$ cat config.mk
export PLATFORM = sky130hd
export DESIGN_NAME = aluSubsystem
export DESIGN_NICKNAME = d
export VERILOG_FILES = /design/src/aluPkg.sv /design/src/opDispatch.sv /design/src/aluCore.sv /design/src/boothMultiplier.sv /design/src/nonRestoringDivider.sv /design/src/resultArbiter.sv /design/src/aluSubsystem.sv
export SDC_FILE = /design/constraint.sdc
export NUM_CORES = 2
export LEC_CHECK = 0
export BUFFER_PORTS_ARGS = -buffer_cell sky130_fd_sc_hd__buf_2
export CAP_MARGIN = 20
export CORE_MARGIN = 5
export CORE_UTILIZATION = 50
export DETAILED_ROUTE_END_ITERATION = 12
export PLACE_DENSITY = 0.78
export SETUP_SLACK_MARGIN = 0.3
export SYNTH_ARGS = -nofsm -noshare
export SYNTH_HDL_FRONTEND = slang
export SYNTH_HIERARCHICAL = 1
export SYNTH_SLANG_ARGS = --single-unit
$ cat constraint.sdc
create_clock -name clk -period 10.61 [get_ports clk]
set_clock_uncertainty 0.1 [all_clocks]
set_input_delay 2.6525 -clock clk [delete_from_list [all_inputs] [get_ports clk]]
set_output_delay 2.6525 -clock clk [all_outputs]
set_load 0.005 [all_outputs]
$ cat src/aluPkg.sv
/* opcodes keep the phase-one CPU encoding; INCPC takes the unused value 01100
   unit index constants fix the bit order of every per-unit vector */
`default_nettype none

package aluPkg;

	// operand width of every unit
	localparam int dataWidth = 32;

	// peer execution units sharing the result bus
	localparam int unitCount = 3;

	// bit positions in start, busy, done and grant
	localparam int unitCore = 0;
	localparam int unitMul = 1;
	localparam int unitDiv = 2;

	// 5-bit operation codes
	typedef enum logic [4:0] {
		opAdd   = 5'b00011,
		opSub   = 5'b00100,
		opShr   = 5'b00101,
		opShra  = 5'b00110,
		opShl   = 5'b00111,
		opRor   = 5'b01000,
		opRol   = 5'b01001,
		opAnd   = 5'b01010,
		opOr    = 5'b01011,
		// program counter step, B plus one
		opIncPc = 5'b01100,
		opMul   = 5'b01111,
		opDiv   = 5'b10000,
		opNeg   = 5'b10001,
		opNot   = 5'b10010
	} aluOp_e;

endpackage

`default_nettype wire

$ cat src/opDispatch.sv
/* one command in flight on the four-phase channel; a command for a busy unit
   waits with cmdAck low until that unit has been released */
`timescale 1ns/10ps
`default_nettype none

module opDispatch #(
	parameter int tagWidth = 4
) (
	input  logic                           clk,
	input  logic                           rstN,
	input  logic                           cmdReq,
	input  aluPkg::aluOp_e                 cmdOp,
	input  logic [aluPkg::dataWidth-1:0]   cmdA,
	input  logic [aluPkg::dataWidth-1:0]   cmdB,
	input  logic [tagWidth-1:0]            cmdTag,
	input  logic [aluPkg::unitCount-1:0]   busy,
	output logic                           cmdAck,
	output logic [aluPkg::unitCount-1:0]   start,
	output aluPkg::aluOp_e                 op,
	output logic [aluPkg::dataWidth-1:0]   a,
	output logic [aluPkg::dataWidth-1:0]   b,
	output logic [tagWidth-1:0]            tag
);
	import aluPkg::*;

	typedef enum logic {
		dispIdle,
		dispAcked
	} dispState_e;

	dispState_e state;
	logic [unitCount-1:0] targetMask;
	logic accept;

	// opcode to unit, everything but MUL and DIV runs in the core
	always_comb begin
		targetMask = '0;
		case (cmdOp)
			opMul: targetMask[unitMul] = 1'b1;
			opDiv: targetMask[unitDiv] = 1'b1;
			default: targetMask[unitCore] = 1'b1;
		endcase
	end

	// request seen and the target unit is free
	assign accept = (state == dispIdle) && cmdReq && ((busy & targetMask) == '0);

	always_ff @(posedge clk or negedge rstN) begin
		if (!rstN) begin
			state <= dispIdle;
			cmdAck <= 1'b0;
			start <= '0;
		end else begin
			// start is a single-cycle pulse
			start <= '0;
			case (state)
				dispIdle: begin
					if (accept) begin
						cmdAck <= 1'b1;
						start <= targetMask;
						state <= dispAcked;
					end
				end
				dispAcked: begin
					// wait for the return-to-zero half of the handshake
					if (!cmdReq) begin
						cmdAck <= 1'b0;
						state <= dispIdle;
					end
				end
				default: state <= dispIdle;
			endcase
		end
	end

	// operands broadcast to all units, captured with the start pulse
	always_ff @(posedge clk) begin
		if (accept) begin
			op <= cmdOp;
			a <= cmdA;
			b <= cmdB;
			tag <= cmdTag;
		end
	end

	// a unit is only started once its previous result has been accepted
	assert property (@(posedge clk) disable iff (!rstN) (start & busy) == '0)
		else $error("start issued to a busy unit");

endmodule

`default_nettype wire

$ cat src/aluCore.sv
/* single-cycle unit; MUL and DIV are never routed here and fall to the default
   HI is always zero, shift amounts use all of B, rotates use B modulo 32 */
`timescale 1ns/10ps
`default_nettype none

module aluCore #(
	parameter int tagWidth = 4
) (
	input  logic                           clk,
	input  logic                           rstN,
	input  logic                           start,
	input  aluPkg::aluOp_e                 op,
	input  logic [aluPkg::dataWidth-1:0]   a,
	input  logic [aluPkg::dataWidth-1:0]   b,
	input  logic [tagWidth-1:0]            tagIn,
	input  logic                           grant,
	output logic                           busy,
	output logic                           done,
	output logic [aluPkg::dataWidth-1:0]   resHigh,
	output logic [aluPkg::dataWidth-1:0]   resLow,
	output logic [tagWidth-1:0]            resTag
);
	import aluPkg::*;

	// bits of B that select a shift position
	localparam int amtWidth = $clog2(dataWidth);

	logic holding;
	logic bigShift;
	logic [amtWidth-1:0] amount;
	logic [2*dataWidth-1:0] rorWide;
	logic [2*dataWidth-1:0] rolWide;
	logic [dataWidth-1:0] sraOut;
	logic [dataWidth-1:0] nextLow;

	// any upper bit of B set means the shift runs off the word
	assign bigShift = |b[dataWidth-1:amtWidth];
	assign amount = b[amtWidth-1:0];

	// rotate through a doubled copy of A
	assign rorWide = {a, a} >> amount;
	assign rolWide = {a, a} << amount;

	// sign-filling shift for amounts below 32
	assign sraOut = $signed(a) >>> amount;

	always_comb begin
		case (op)
			opAdd: nextLow = a + b;
			opSub: nextLow = a - b;
			opAnd: nextLow = a & b;
			opOr: nextLow = a | b;
			opShr: nextLow = bigShift ? '0 : a >> amount;
			// oversized arithmetic shift leaves only sign bits
			opShra: nextLow = bigShift ? {dataWidth{a[dataWidth-1]}} : sraOut;
			opShl: nextLow = bigShift ? '0 : a << amount;
			opRor: nextLow = rorWide[dataWidth-1:0];
			opRol: nextLow = rolWide[2*dataWidth-1:dataWidth];
			// two's complement of B
			opNeg: nextLow = -b;
			opNot: nextLow = ~b;
			opIncPc: nextLow = b + 1'b1;
			// debug pattern for an opcode that does not decode
			default: nextLow = 32'hAAAA_AAAA;
		endcase
	end

	// result is ready the cycle after start and held until grant
	always_ff @(posedge clk or negedge rstN) begin
		if (!rstN) begin
			holding <= 1'b0;
		end else if (start) begin
			holding <= 1'b1;
		end else if (grant) begin
			holding <= 1'b0;
		end
	end

	always_ff @(posedge clk) begin
		if (start) begin
			resLow <= nextLow;
			resTag <= tagIn;
		end
	end

	assign busy = holding;
	assign done = holding;
	// hi word only carries MUL and DIV results
	assign resHigh = '0;

endmodule

`default_nettype wire

$ cat src/boothMultiplier.sv
/* signed 32x32 multiply, two multiplier bits per cycle; done 16 cycles after start
   operands are only sampled on start, the product is held until grant */
`timescale 1ns/10ps
`default_nettype none

module boothMultiplier #(
	parameter int tagWidth = 4
) (
	input  logic                           clk,
	input  logic                           rstN,
	input  logic                           start,
	input  logic [aluPkg::dataWidth-1:0]   a,
	input  logic [aluPkg::dataWidth-1:0]   b,
	input  logic [tagWidth-1:0]            tagIn,
	input  logic                           grant,
	output logic                           busy,
	output logic                           done,
	output logic [aluPkg::dataWidth-1:0]   resHigh,
	output logic [aluPkg::dataWidth-1:0]   resLow,
	output logic [tagWidth-1:0]            resTag
);
	import aluPkg::*;

	localparam int stepTotal = dataWidth / 2;
	localparam int stepWidth = $clog2(stepTotal);

	logic running;
	logic [stepWidth-1:0] stepCount;
	logic [2*dataWidth-1:0] acc;
	logic [2*dataWidth-1:0] mcand;
	logic [2*dataWidth-1:0] aWide;
	// multiplier with the implicit zero below bit 0
	logic [dataWidth:0] mplier;

	// bit-pair recoding, group to 0, +-1 or +-2 times the multiplicand
	function automatic logic [2*dataWidth-1:0] boothTerm(input logic [2:0] grp,
		input logic [2*dataWidth-1:0] m);
		case (grp)
			3'b001, 3'b010: boothTerm = m;
			3'b011: boothTerm = m << 1;
			3'b100: boothTerm = -(m << 1);
			3'b101, 3'b110: boothTerm = -m;
			default: boothTerm = '0;
		endcase
	endfunction

	assign aWide = {{dataWidth{a[dataWidth-1]}}, a};

	always_ff @(posedge clk or negedge rstN) begin
		if (!rstN) begin
			busy <= 1'b0;
			done <= 1'b0;
			running <= 1'b0;
			stepCount <= '0;
		end else begin
			if (start) begin
				// group 0 is folded into the load
				busy <= 1'b1;
				running <= 1'b1;
				stepCount <= stepWidth'(1);
			end else if (running) begin
				stepCount <= stepCount + 1'b1;
				if (stepCount == stepWidth'(stepTotal - 1)) begin
					running <= 1'b0;
					done <= 1'b1;
				end
			end
			if (grant) begin
				busy <= 1'b0;
				done <= 1'b0;
			end
		end
	end

	always_ff @(posedge clk) begin
		if (start) begin
			acc <= boothTerm({b[1:0], 1'b0}, aWide);
			mcand <= aWide << 2;
			// {b, 0} shifted right two places, sign kept
			mplier <= {b[dataWidth-1], b[dataWidth-1], b[dataWidth-1:1]};
			resTag <= tagIn;
		end else if (running) begin
			acc <= acc + boothTerm(mplier[2:0], mcand);
			mcand <= mcand << 2;
			mplier <= {mplier[dataWidth], mplier[dataWidth], mplier[dataWidth:2]};
		end
	end

	assign resHigh = acc[2*dataWidth-1:dataWidth];
	assign resLow = acc[dataWidth-1:0];

endmodule

`default_nettype wire

$ cat src/nonRestoringDivider.sv
/* unsigned divide, quotient on LO and remainder on HI; done 33 cycles after start
   divide by zero returns an all-ones quotient and the dividend as remainder */
`timescale 1ns/10ps
`default_nettype none

module nonRestoringDivider #(
	parameter int tagWidth = 4
) (
	input  logic                           clk,
	input  logic                           rstN,
	input  logic                           start,
	input  logic [aluPkg::dataWidth-1:0]   a,
	input  logic [aluPkg::dataWidth-1:0]   b,
	input  logic [tagWidth-1:0]            tagIn,
	input  logic                           grant,
	output logic                           busy,
	output logic                           done,
	output logic [aluPkg::dataWidth-1:0]   resHigh,
	output logic [aluPkg::dataWidth-1:0]   resLow,
	output logic [tagWidth-1:0]            resTag
);
	import aluPkg::*;

	localparam int phaseWidth = $clog2(dataWidth) + 1;

	logic running;
	logic lastPhase;
	logic [phaseWidth-1:0] phase;
	// signed partial remainder, one bit wider than the divisor
	logic [dataWidth:0] rem;
	logic [dataWidth:0] divisor;
	logic [dataWidth-1:0] quo;
	logic [dataWidth:0] remIn;
	logic [dataWidth:0] dIn;
	logic [dataWidth-1:0] quoIn;
	logic [dataWidth:0] shRem;
	logic [dataWidth:0] stepRem;

	// first iteration runs on the load, straight from the operands
	always_comb begin
		remIn = start ? '0 : rem;
		quoIn = start ? a : quo;
		dIn = start ? {1'b0, b} : divisor;
		shRem = {remIn[dataWidth-1:0], quoIn[dataWidth-1]};
		// sign taken before the shift decides add or subtract
		stepRem = remIn[dataWidth] ? shRem + dIn : shRem - dIn;
	end

	// 32 iterations are complete once phase reaches dataWidth
	assign lastPhase = (phase == phaseWidth'(dataWidth));

	always_ff @(posedge clk or negedge rstN) begin
		if (!rstN) begin
			busy <= 1'b0;
			done <= 1'b0;
			running <= 1'b0;
			phase <= '0;
		end else begin
			if (start) begin
				busy <= 1'b1;
				running <= 1'b1;
				phase <= phaseWidth'(1);
			end else if (running) begin
				if (lastPhase) begin
					running <= 1'b0;
					done <= 1'b1;
				end else begin
					phase <= phase + 1'b1;
				end
			end
			if (grant) begin
				busy <= 1'b0;
				done <= 1'b0;
			end
		end
	end

	always_ff @(posedge clk) begin
		if (start || (running && !lastPhase)) begin
			rem <= stepRem;
			quo <= {quoIn[dataWidth-2:0], ~stepRem[dataWidth]};
			divisor <= dIn;
		end else if (running && rem[dataWidth]) begin
			// correction step, restore a negative remainder
			rem <= rem + divisor;
		end
		if (start) begin
			resTag <= tagIn;
		end
	end

	assign resHigh = rem[dataWidth-1:0];
	assign resLow = quo;

endmodule

`default_nettype wire

$ cat src/resultArbiter.sv
/* one result on the four-phase channel at a time; the next pick waits for resAck low
   unit data must stay stable while its done is high */
`timescale 1ns/10ps
`default_nettype none

module resultArbiter #(
	parameter int tagWidth = 4
) (
	input  logic                                          clk,
	input  logic                                          rstN,
	input  logic [aluPkg::unitCount-1:0]                  done,
	input  logic [aluPkg::unitCount*aluPkg::dataWidth-1:0] unitHigh,
	input  logic [aluPkg::unitCount*aluPkg::dataWidth-1:0] unitLow,
	input  logic [aluPkg::unitCount*tagWidth-1:0]         unitTag,
	input  logic                                          resAck,
	output logic [aluPkg::unitCount-1:0]                  grant,
	output logic                                          resReq,
	output logic [aluPkg::dataWidth-1:0]                  resHigh,
	output logic [aluPkg::dataWidth-1:0]                  resLow,
	output logic [tagWidth-1:0]                           resTag
);
	import aluPkg::*;

	localparam int idxWidth = $clog2(unitCount);

	typedef enum logic [1:0] {
		arbIdle,
		arbOffer,
		arbRelease
	} arbState_e;

	arbState_e state;
	logic [idxWidth-1:0] lastWinner;
	logic [idxWidth-1:0] winner;
	logic [idxWidth-1:0] pick;
	logic found;

	// round robin, search starts just after the last winner
	always_comb begin
		pick = lastWinner;
		found = 1'b0;
		for (int i = 1; i <= unitCount; i++) begin
			if (!found && done[(int'(lastWinner) + i) % unitCount]) begin
				pick = idxWidth'((int'(lastWinner) + i) % unitCount);
				found = 1'b1;
			end
		end
	end

	always_ff @(posedge clk or negedge rstN) begin
		if (!rstN) begin
			state <= arbIdle;
			resReq <= 1'b0;
			grant <= '0;
			winner <= '0;
			// core gets first turn after reset
			lastWinner <= idxWidth'(unitCount - 1);
		end else begin
			grant <= '0;
			case (state)
				arbIdle: begin
					if (found) begin
						winner <= pick;
						resReq <= 1'b1;
						state <= arbOffer;
					end
				end
				arbOffer: begin
					if (resAck) begin
						grant <= unitCount'(1) << winner;
						lastWinner <= winner;
						resReq <= 1'b0;
						state <= arbRelease;
					end
				end
				arbRelease: begin
					if (!resAck) begin
						state <= arbIdle;
					end
				end
				default: state <= arbIdle;
			endcase
		end
	end

	// capture the winner's result with the resReq rise
	always_ff @(posedge clk) begin
		if (state == arbIdle && found) begin
			resHigh <= unitHigh[pick*dataWidth +: dataWidth];
			resLow <= unitLow[pick*dataWidth +: dataWidth];
			resTag <= unitTag[pick*tagWidth +: tagWidth];
		end
	end

	assert property (@(posedge clk) disable iff (!rstN) $onehot0(grant))
		else $error("more than one grant");

	// a grant only releases a unit that is actually holding a result
	assert property (@(posedge clk) disable iff (!rstN) (grant & ~done) == '0)
		else $error("grant to a unit without done");

	assert property (@(posedge clk) disable iff (!rstN)
		resReq |=> $stable({resHigh, resLow, resTag}))
		else $error("result changed while offered");

endmodule

`default_nettype wire

$ cat src/aluSubsystem.sv
/* up to one command per unit in flight, so results may return out of order
   each result carries the tag of its command */
`timescale 1ns/10ps
`default_nettype none

module aluSubsystem #(
	parameter int tagWidth = 4
) (
	input  logic                           clk,
	input  logic                           rstN,
	input  logic                           cmdReq,
	output logic                           cmdAck,
	input  aluPkg::aluOp_e                 cmdOp,
	input  logic [aluPkg::dataWidth-1:0]   cmdA,
	input  logic [aluPkg::dataWidth-1:0]   cmdB,
	input  logic [tagWidth-1:0]            cmdTag,
	output logic                           resReq,
	input  logic                           resAck,
	output logic [tagWidth-1:0]            resTag,
	output logic [aluPkg::dataWidth-1:0]   resHigh,
	output logic [aluPkg::dataWidth-1:0]   resLow
);
	import aluPkg::*;

	// per-unit control, bit order set by the unit index constants
	logic [unitCount-1:0] start;
	logic [unitCount-1:0] busy;
	logic [unitCount-1:0] done;
	logic [unitCount-1:0] grant;

	// broadcast command fields
	aluOp_e op;
	logic [dataWidth-1:0] a;
	logic [dataWidth-1:0] b;
	logic [tagWidth-1:0] tag;

	// unit results, packed by unit index
	logic [unitCount*dataWidth-1:0] unitHigh;
	logic [unitCount*dataWidth-1:0] unitLow;
	logic [unitCount*tagWidth-1:0] unitTag;

	opDispatch #(.tagWidth(tagWidth)) dispatch (
		.clk(clk), .rstN(rstN), .cmdReq(cmdReq), .cmdOp(cmdOp), .cmdA(cmdA),
		.cmdB(cmdB), .cmdTag(cmdTag), .busy(busy), .cmdAck(cmdAck), .start(start),
		.op(op), .a(a), .b(b), .tag(tag)
	);

	aluCore #(.tagWidth(tagWidth)) core (
		.clk(clk), .rstN(rstN), .start(start[unitCore]), .op(op), .a(a), .b(b),
		.tagIn(tag), .grant(grant[unitCore]), .busy(busy[unitCore]),
		.done(done[unitCore]), .resHigh(unitHigh[unitCore*dataWidth +: dataWidth]),
		.resLow(unitLow[unitCore*dataWidth +: dataWidth]),
		.resTag(unitTag[unitCore*tagWidth +: tagWidth])
	);

	boothMultiplier #(.tagWidth(tagWidth)) mul (
		.clk(clk), .rstN(rstN), .start(start[unitMul]), .a(a), .b(b),
		.tagIn(tag), .grant(grant[unitMul]), .busy(busy[unitMul]),
		.done(done[unitMul]), .resHigh(unitHigh[unitMul*dataWidth +: dataWidth]),
		.resLow(unitLow[unitMul*dataWidth +: dataWidth]),
		.resTag(unitTag[unitMul*tagWidth +: tagWidth])
	);

	nonRestoringDivider #(.tagWidth(tagWidth)) div (
		.clk(clk), .rstN(rstN), .start(start[unitDiv]), .a(a), .b(b),
		.tagIn(tag), .grant(grant[unitDiv]), .busy(busy[unitDiv]),
		.done(done[unitDiv]), .resHigh(unitHigh[unitDiv*dataWidth +: dataWidth]),
		.resLow(unitLow[unitDiv*dataWidth +: dataWidth]),
		.resTag(unitTag[unitDiv*tagWidth +: tagWidth])
	);

	resultArbiter #(.tagWidth(tagWidth)) arbiter (
		.clk(clk), .rstN(rstN), .done(done), .unitHigh(unitHigh), .unitLow(unitLow),
		.unitTag(unitTag), .resAck(resAck), .grant(grant), .resReq(resReq),
		.resHigh(resHigh), .resLow(resLow), .resTag(resTag)
	);

endmodule

`default_nettype wire

==> Word level (Yosys, flattened, before mapping) <==
Index checks and enable logic that the tools add are counted.
{ "op_classes": {"addsub": 17, "n_div": 3, "order_cmp": 3, "eq_ne": 35, "shifts": 9, "muxes": 80, "bitwise": 6, "n_reduce_logical": 36} }
{ "op_table": {"columns": ["cell", "count"], "rows": [
  ["$mux 64", 6],
  ["$pmux 32 s12", 1],
  ["$neg 64->64", 4],
  ["$pmux 64 s4", 1],
  ["$mux 33", 6],
  ["$pmux 64 s3", 1],
  ["$shiftx 96x8->32", 2],
  ["$mux 32", 5],
  ["$lt 32x4->1 const B", 3],
  ["$mod 32x3->32 const B", 3],
  ["$add 33x33->33", 2],
  ["$add 64x64->64", 1],
  ["$shl 64x5->64", 1],
  ["$shr 64x5->32", 1],
  ["$mux 1", 38],
  ["$sub 33x33->33", 1],
  ["$add 32x1->32 const B", 1],
  ["$add 32x32->32", 1],
  ["$and 32x32->32", 1],
  ["$neg 32->32", 1],
  ["$not 32->32", 1],
  ["$or 32x32->32", 1],
  ["$shl 32x5->32", 1],
  ["$shr 32x5->32", 1],
  ["other kinds (40)", 105]
]} }
{ "word_totals": {"regBits": 474, "word_cells": 224} }

==> Longest topological paths before layout <==
{ "depth": {"depth_word": 14, "ltp_mapped": 25} }

==> Cells and area by module <==
The synthesis kept the hierarchy.
{ "by_module_without_submodules": {"columns": ["module", "n_inst", "cells_each", "area_per_inst_um2", "seq_area_each_um2"], "rows": [
  ["boothMultiplier", 1, 1780, 15056.9, 5039.8],
  ["aluCore", 1, 1645, 11920.2, 1106.1],
  ["nonRestoringDivider", 1, 1004, 9437.8, 3288.2],
  ["resultArbiter", 1, 296, 4186.5, 2293.4],
  ["opDispatch", 1, 95, 2438.6, 2317.2]
]} }

==> Worst setup path before layout <==
No wires, ideal clock.
{ "synth_path": {"path_type": "input to register", "from": "input port cmdOp[0]", "to": "register dispatch/a[0] (netlist bit), enable pin", "setup_time_ps": 594, "arrival_time_ps": 8177, "path_slack_ps": 1739, "stages": 4, "path_cell_list": "nor4_4 -> nand2_2 -> and3b_4 -> nor3_1"} }
{ "synth_via": {"elab_chain_cells": 6} }
{ "synth_lines": {"columns": ["element", "line", "source"], "rows": [
  ["start: declaration", "aluSubsystem.sv:13", "input aluPkg::aluOp_e cmdOp,"],
  ["$eq 5x4->1 or $eq 5x5->1 (tied branches)", "opDispatch.sv:38", "case (cmdOp)"],
  ["$reduce_or 2->1 (no source line)", null, null],
  ["$mux 1", "opDispatch.sv:38", null],
  ["$and 3x3->3 *", "opDispatch.sv:46", "assign accept = (state == dispIdle) && cmdReq && ((busy & targetMask) == '0);"],
  ["$logic_not 3->1 *", "opDispatch.sv:46", null],
  ["$logic_and 1x1->1 *", "opDispatch.sv:46", null],
  ["via dispatch.accept", "opDispatch.sv:33", "logic accept;"],
  ["end signal: assignment", "opDispatch.sv:80", "a <= cmdA;"],
  ["end: declaration", "opDispatch.sv:20", "output logic [aluPkg::dataWidth-1:0] a,"]
]} }
The timed path passes the listed nets; every way through them passes the cells marked *.
A chain may end at the register's enable or synchronous reset.

==> Worst setup path after layout <==
{ "layout_path": {"from": "register mul.mcand[3]", "to": "register mul.acc[53] (data pin)"} }
{ "layout_via": {"elab_chain_cells": 7} }
{ "layout_lines": {"columns": ["element", "line", "source"], "rows": [
  ["start: declaration", "boothMultiplier.sv:30", "logic [2*dataWidth-1:0] mcand;"],
  ["start signal: assignment", "boothMultiplier.sv:78", "mcand <= aWide << 2;"],
  ["start signal: assignment", "boothMultiplier.sv:84", "mcand <= mcand << 2;"],
  ["$neg 64->64 (on tied branches)", "boothMultiplier.sv:42, boothMultiplier.sv:41", null],
  ["$pmux 64 s4 *", "boothMultiplier.sv:38", "case (grp)"],
  ["$mux 64 *", "boothMultiplier.sv:82", "end else if (running) begin"],
  ["$mux 64 *", "boothMultiplier.sv:76", "if (start) begin"],
  ["$add 64x64->64 *", "boothMultiplier.sv:83", "acc <= acc + boothTerm(mplier[2:0], mcand);"],
  ["$mux 64 *", "boothMultiplier.sv:82", null],
  ["$mux 64 *", "boothMultiplier.sv:76", null],
  ["end signal: assignment", "boothMultiplier.sv:77", "acc <= boothTerm({b[1:0], 1'b0}, aWide);"],
  ["end signal: assignment", "boothMultiplier.sv:83", null],
  ["end: declaration", "boothMultiplier.sv:29", "logic [2*dataWidth-1:0] acc;"]
]} }
Mark *: on every way between the ends. The rest lies on a longest branch, timed or not. The select of a mux whose other input is x is not followed.

==> reports/metrics.sh <==
TIMING.FINAL.MAX_SLEW_VIOLATIONS=0
DIE-HEIGHT_UM=303.4
CLOCK_BUFFER_COUNT_FROM_CTS=54
N_FILL_CELL=7556
CP_DATA_ARRIVAL_TIME_PS=7120
GRT_SETUP_UNREPAIRED='false'
HPWLAFTERDP_MM=109.1
TIGHTEST_HOLD_CHECK_TYPE='flop to flop'
MAPPEDNETLISTAREA_UM2=43040
DRT_FIRST_ITER_VIOLATIONS=5353
GRT.TOTAL_USAGE_PCT=31.95
REPORT.FINAL.HOLD_VIOL_COUNT=0
WORST_R2R_END='mul/acc[53]$_DFFE_PN_'
GRT_OVERFLOW_TOTAL=0
ROUTE.VIAS.TOTAL=40020
SYNTH_TOP_CELL_BY_AREA='sky130_fd_sc_hd__edfxtp_1'
WL_MET1_MM=61.59
GRT_MAX_DEGREE=124
CTS.HTREE.LEVELS=2
CLOCK_LATENCY_PS=650
SYNTH_LARGEST_TYPE_AREA_FRACTION_PCT=30.77
FIN_CRIT_SH_PCT=63.26
MAX-CAP-VIOLATIONS=0
FINALSETUPTNS_PS=0
MULTI_INPUT_COMB_AREA_UM2=26700
SYNTH_CELLS=4820
RUN_STATUS='finished clean'
TIMING.REG2REG.WORST_PATH_DEPTH=20
CLK_PATH_BUF_DEPTH=3
ROUTE.TOP_LAYER_USED='met5'
IO-PIN-COUNT=147
P_LEAK_nW=17.72
HOLDBUFCOUNTCTS=0
CTS_NUM_SINKS=473
MAX_SLEW.WORST_PIN.SLEW_PS=1119
CP_DATA_REQUIRED_TIME_PS=11020
DETAILROUTE.WIRELENGTH.MET3_MM=20.01
SYNTHTOLAYOUTAREAGROWTH_PCT=7.538
POST_DRT_VIA_CELL_RATIO=6.713
R2R_SLACK_PS=3900
WIRELENGTH_MM=153.1
PD_CELLS_nW_PER_UM2=335.0
TIMING.SETUP.CRITICAL_PATH_CLASS='flop to flop'
DRIVE_GT1_SHARE_PCT=12.08
REG2REG_FROM='mul/mcand[3]$_SDFFCE_PN0N_'
CTS_TREE='yes'
GRT_PASS1_VIAS=36690
SYNTH-ASYNC-RESET-RATIO_PCT=6.765
ANTENNA_VIOLATIONS_BEFORE_REPAIR=4
GRT_FIRST_PASS_WIRELENGTH_MM=226.9
SYNTH-MAIN-FF-CELL='sky130_fd_sc_hd__edfxtp_1'
NETS=5054
POWER_mW=15.50
INITIAL_UTILIZATION_PCT=50.47
WORST_SETUP_PATH_END_KIND='flop'
MAX_FREQ_MHz=149.0
CRITICAL_PATH_MAXIMUM_FANOUT=8
POSTSYNTHAREAPERCELL_UM2=8.929
VDD.IR_DROP.WORST_mV=0.2194
WIRE_PER_INST_UM=25.68
POST-ROUTE-DRC-COUNT=0
TIMING.MAX_SLEW.REL_SLACK_PCT=25.42
DIE_AREA_UM2=92050
YOSYS_WARNINGS=6
MIN_CLOCK_PERIOD_POST_ROUTE_PS=6712
DESIGN.CORE.AREA_UM2=85280
GLOBALPLACE.CONGESTION=1.062
REGISTER_BIT_COUNT_REPORTED_BY_YOSYS=473
ENDPOINT='mul/acc[53]$_DFFE_PN_'
YOSYSUNIQUECELLTYPES=116
POST_CTS_BUFFERS=0
POST_CTS_RESIZED=0
CLKSLEWWORSTSETUPHOLDPATHS_PS=60
CORE.ROWCOUNT=107
FIRST_PASS_ITERS=9
MET2WIRELENGTH_MM=63.09
YOSYS-TOP-CELLS-AREA='sky130_fd_sc_hd__edfxtp_1 (31%), sky130_fd_sc_hd__ha_1 (5.9%), sky130_fd_sc_hd__mux2i_1 (5.2%)'
ANTENNA_VIOLATING_NETS_POST_ROUTE=0
YOSYSSEQAREASHARE_PCT=32.63
ROOT_BUFFER='sky130_fd_sc_hd__clkbuf_16'
DIE_W_UM=303.4
CRIT_START='mul/mcand[3]$_SDFFCE_PN0N_'
CRIT_PATH_START_KIND='flop'
FINAL_REPORT_SETUP_VIOLATION_COUNT=0
SYNTH_EDF_COUNT=441
REGISTER_AREA_UM2=14050
NUMPORTBUFFERS=146
-- cell families (layout without fill, tap and decap cells) --
group | count (synthesis) | after routing | synth area share (%)
compound gates | 1463 | 1463 | 22.43
simple gates | 1422 | 1422 | 16.04
buf+inv | 534 | 499 | 5.677
flops | 473 | 473 | 32.63
mux | 405 | 405 | 10.68
xor+xnor | 315 | 315 | 6.428
fa+ha+maj | 207 | 207 | 6.105
other cells | 1 | 34 | 0.008713
-- cell type report --
cell class,count,share of cell area [%]
inverter,157,1.292
clock buffer,64,3.047
tap,1144,3.093
clock inverter,38,1.371
timing repair buffer,240,3.130
multi-input combinational,3844,57.69
sequential,473,30.36
antenna,2,0.01081
-- how the worst min path moves through the flow --
stage,slack (ps),to,depth (start not counted),from
6_report,360,mul/done$_DFFE_PN0P_,1,arbiter/grant[1]$_DFF_PN0_
5_1_grt,370,mul/done$_DFFE_PN0P_,1,arbiter/grant[1]$_DFF_PN0_
4_1_cts,370,mul/done$_DFFE_PN0P_,1,arbiter/grant[1]$_DFF_PN0_
3_5_place_dp,360,mul/done$_DFFE_PN0P_,1,arbiter/grant[1]$_DFF_PN0_
3_3_place_gp,330,mul/busy$_DFFE_PN0P_,1,arbiter/grant[1]$_DFF_PN0_
2_1_floorplan,300,mul/busy$_DFFE_PN0P_,1,arbiter/grant[1]$_DFF_PN0_
-- cells in the final DEF (no fill, tap or decap), types with 57 or more instances in the layout --
cell and count:
sky130_fd_sc_hd__xnor2_1 203, sky130_fd_sc_hd__o2bb2ai_1 72, sky130_fd_sc_hd__ha_1 202, sky130_fd_sc_hd__nor2_1 372, sky130_fd_sc_hd__nor2b_1 66, sky130_fd_sc_hd__a21oi_1 365, sky130_fd_sc_hd__inv_1 150, sky130_fd_sc_hd__a21o_1 79
sky130_fd_sc_hd__mux2_2 149, sky130_fd_sc_hd__nor3_1 68, sky130_fd_sc_hd__edfxtp_1 441, sky130_fd_sc_hd__nand2b_1 57, sky130_fd_sc_hd__and2_1 84, sky130_fd_sc_hd__buf_2 146, sky130_fd_sc_hd__xor2_1 111, sky130_fd_sc_hd__buf_4 93
sky130_fd_sc_hd__nand2_1 431, sky130_fd_sc_hd__nand3_1 78, sky130_fd_sc_hd__o2111ai_1 62, sky130_fd_sc_hd__mux2i_1 223, sky130_fd_sc_hd__o21ai_0 356
-- state kept, by name, indices dropped and copies added (netlist names), 4 cells and up --
signal,flops
dispatch/b,32
arbiter/resTag,4
dispatch/op,5
mul/mcand,62
dispatch/a,32
div/phase,6
arbiter/resLow,32
core/resTag,4
arbiter/resHigh,32
mul/mplier,32
div/rem,33
mul/stepCount,4
core/resLow,32
mul/acc,64
dispatch/tag,4
div/resLow,32
div/divisor,33
mul/resTag,4
div/resTag,4
-- routing by layer --
metal,global-route usage (%),vias up
met5,0,-
met4,14.52,4
met3,7.662,468
met2,46.44,2711
met1,45.24,18930
li1,-,17910
-- synthesized netlist by cell type, types with 40 or more instances --
library cell                count
sky130_fd_sc_hd__nor3_1        70
sky130_fd_sc_hd__xor2_1       111
sky130_fd_sc_hd__a221oi_1      40
sky130_fd_sc_hd__nand3_1       78
sky130_fd_sc_hd__a21oi_1      365
sky130_fd_sc_hd__inv_1        153
sky130_fd_sc_hd__ha_1         202
sky130_fd_sc_hd__mux2_2       149
sky130_fd_sc_hd__o2bb2ai_1     72
sky130_fd_sc_hd__o211ai_1      53
sky130_fd_sc_hd__nor2_1       372
sky130_fd_sc_hd__xnor2_1      203
sky130_fd_sc_hd__buf_4         74
sky130_fd_sc_hd__nand2_1      432
sky130_fd_sc_hd__a211oi_1      45
sky130_fd_sc_hd__o21ai_0      356
sky130_fd_sc_hd__o2111ai_1     62
sky130_fd_sc_hd__mux2i_1      223
sky130_fd_sc_hd__nor2b_1       68
sky130_fd_sc_hd__or3_1         50
sky130_fd_sc_hd__clkbuf_1     231
sky130_fd_sc_hd__edfxtp_1     441
sky130_fd_sc_hd__nand4_1       55
sky130_fd_sc_hd__a31oi_1       47
sky130_fd_sc_hd__o21a_1        41
sky130_fd_sc_hd__a21o_1        79
sky130_fd_sc_hd__nand2b_1      57
sky130_fd_sc_hd__and2_1        84
-- worst max-delay path, cell delays in order (launching register included) --
cell and delay [ps]:
sky130_fd_sc_hd__edfxtp_1 440, sky130_fd_sc_hd__inv_1 160, sky130_fd_sc_hd__ha_1 250, sky130_fd_sc_hd__nor4b_2 370, sky130_fd_sc_hd__nand3_1 360, sky130_fd_sc_hd__or3_1 470, sky130_fd_sc_hd__or3_1 380, sky130_fd_sc_hd__or3_1 390
sky130_fd_sc_hd__or3_1 370, sky130_fd_sc_hd__a22oi_1 200, sky130_fd_sc_hd__nor2_1 60, sky130_fd_sc_hd__a221o_1 310, sky130_fd_sc_hd__ha_1 400, sky130_fd_sc_hd__nand4_1 190, sky130_fd_sc_hd__nor4bb_1 290, sky130_fd_sc_hd__o21ai_0 280
sky130_fd_sc_hd__a31oi_1 420, sky130_fd_sc_hd__o21ai_0 150, sky130_fd_sc_hd__nor2b_1 210, sky130_fd_sc_hd__or4b_2 650, sky130_fd_sc_hd__nand4_1 120
-- metrics by stage --
stage | std cells | hold WS [ps] | worst slack, ps | util [%] | instance area (um^2)
floorplan | 4851 | 303.6 | 1739 | - | 43160
global placement | 5858 | 332.8 | 4250 | 51.87 | 44230
detailed placement | 5858 | 356.0 | 4077 | 51.87 | 44230
CTS | 5960 | 365.2 | 4041 | 54.27 | 46280
global route | 5960 | 365.8 | 3556 | 54.27 | 46280
finish | 5962 | 363.6 | 3898 | 54.27 | 46280
-- where the power goes --
part | switching [mW] | internal, mW | leakage [nW]
combinational | 5.85 | 3.61 | 12.2
sequential | 0.641 | 3.23 | 4.55
clock | 0.827 | 1.34 | 0.970
total | 7.31 | 8.19 | 17.7
(Power assumes the default switching activity.)
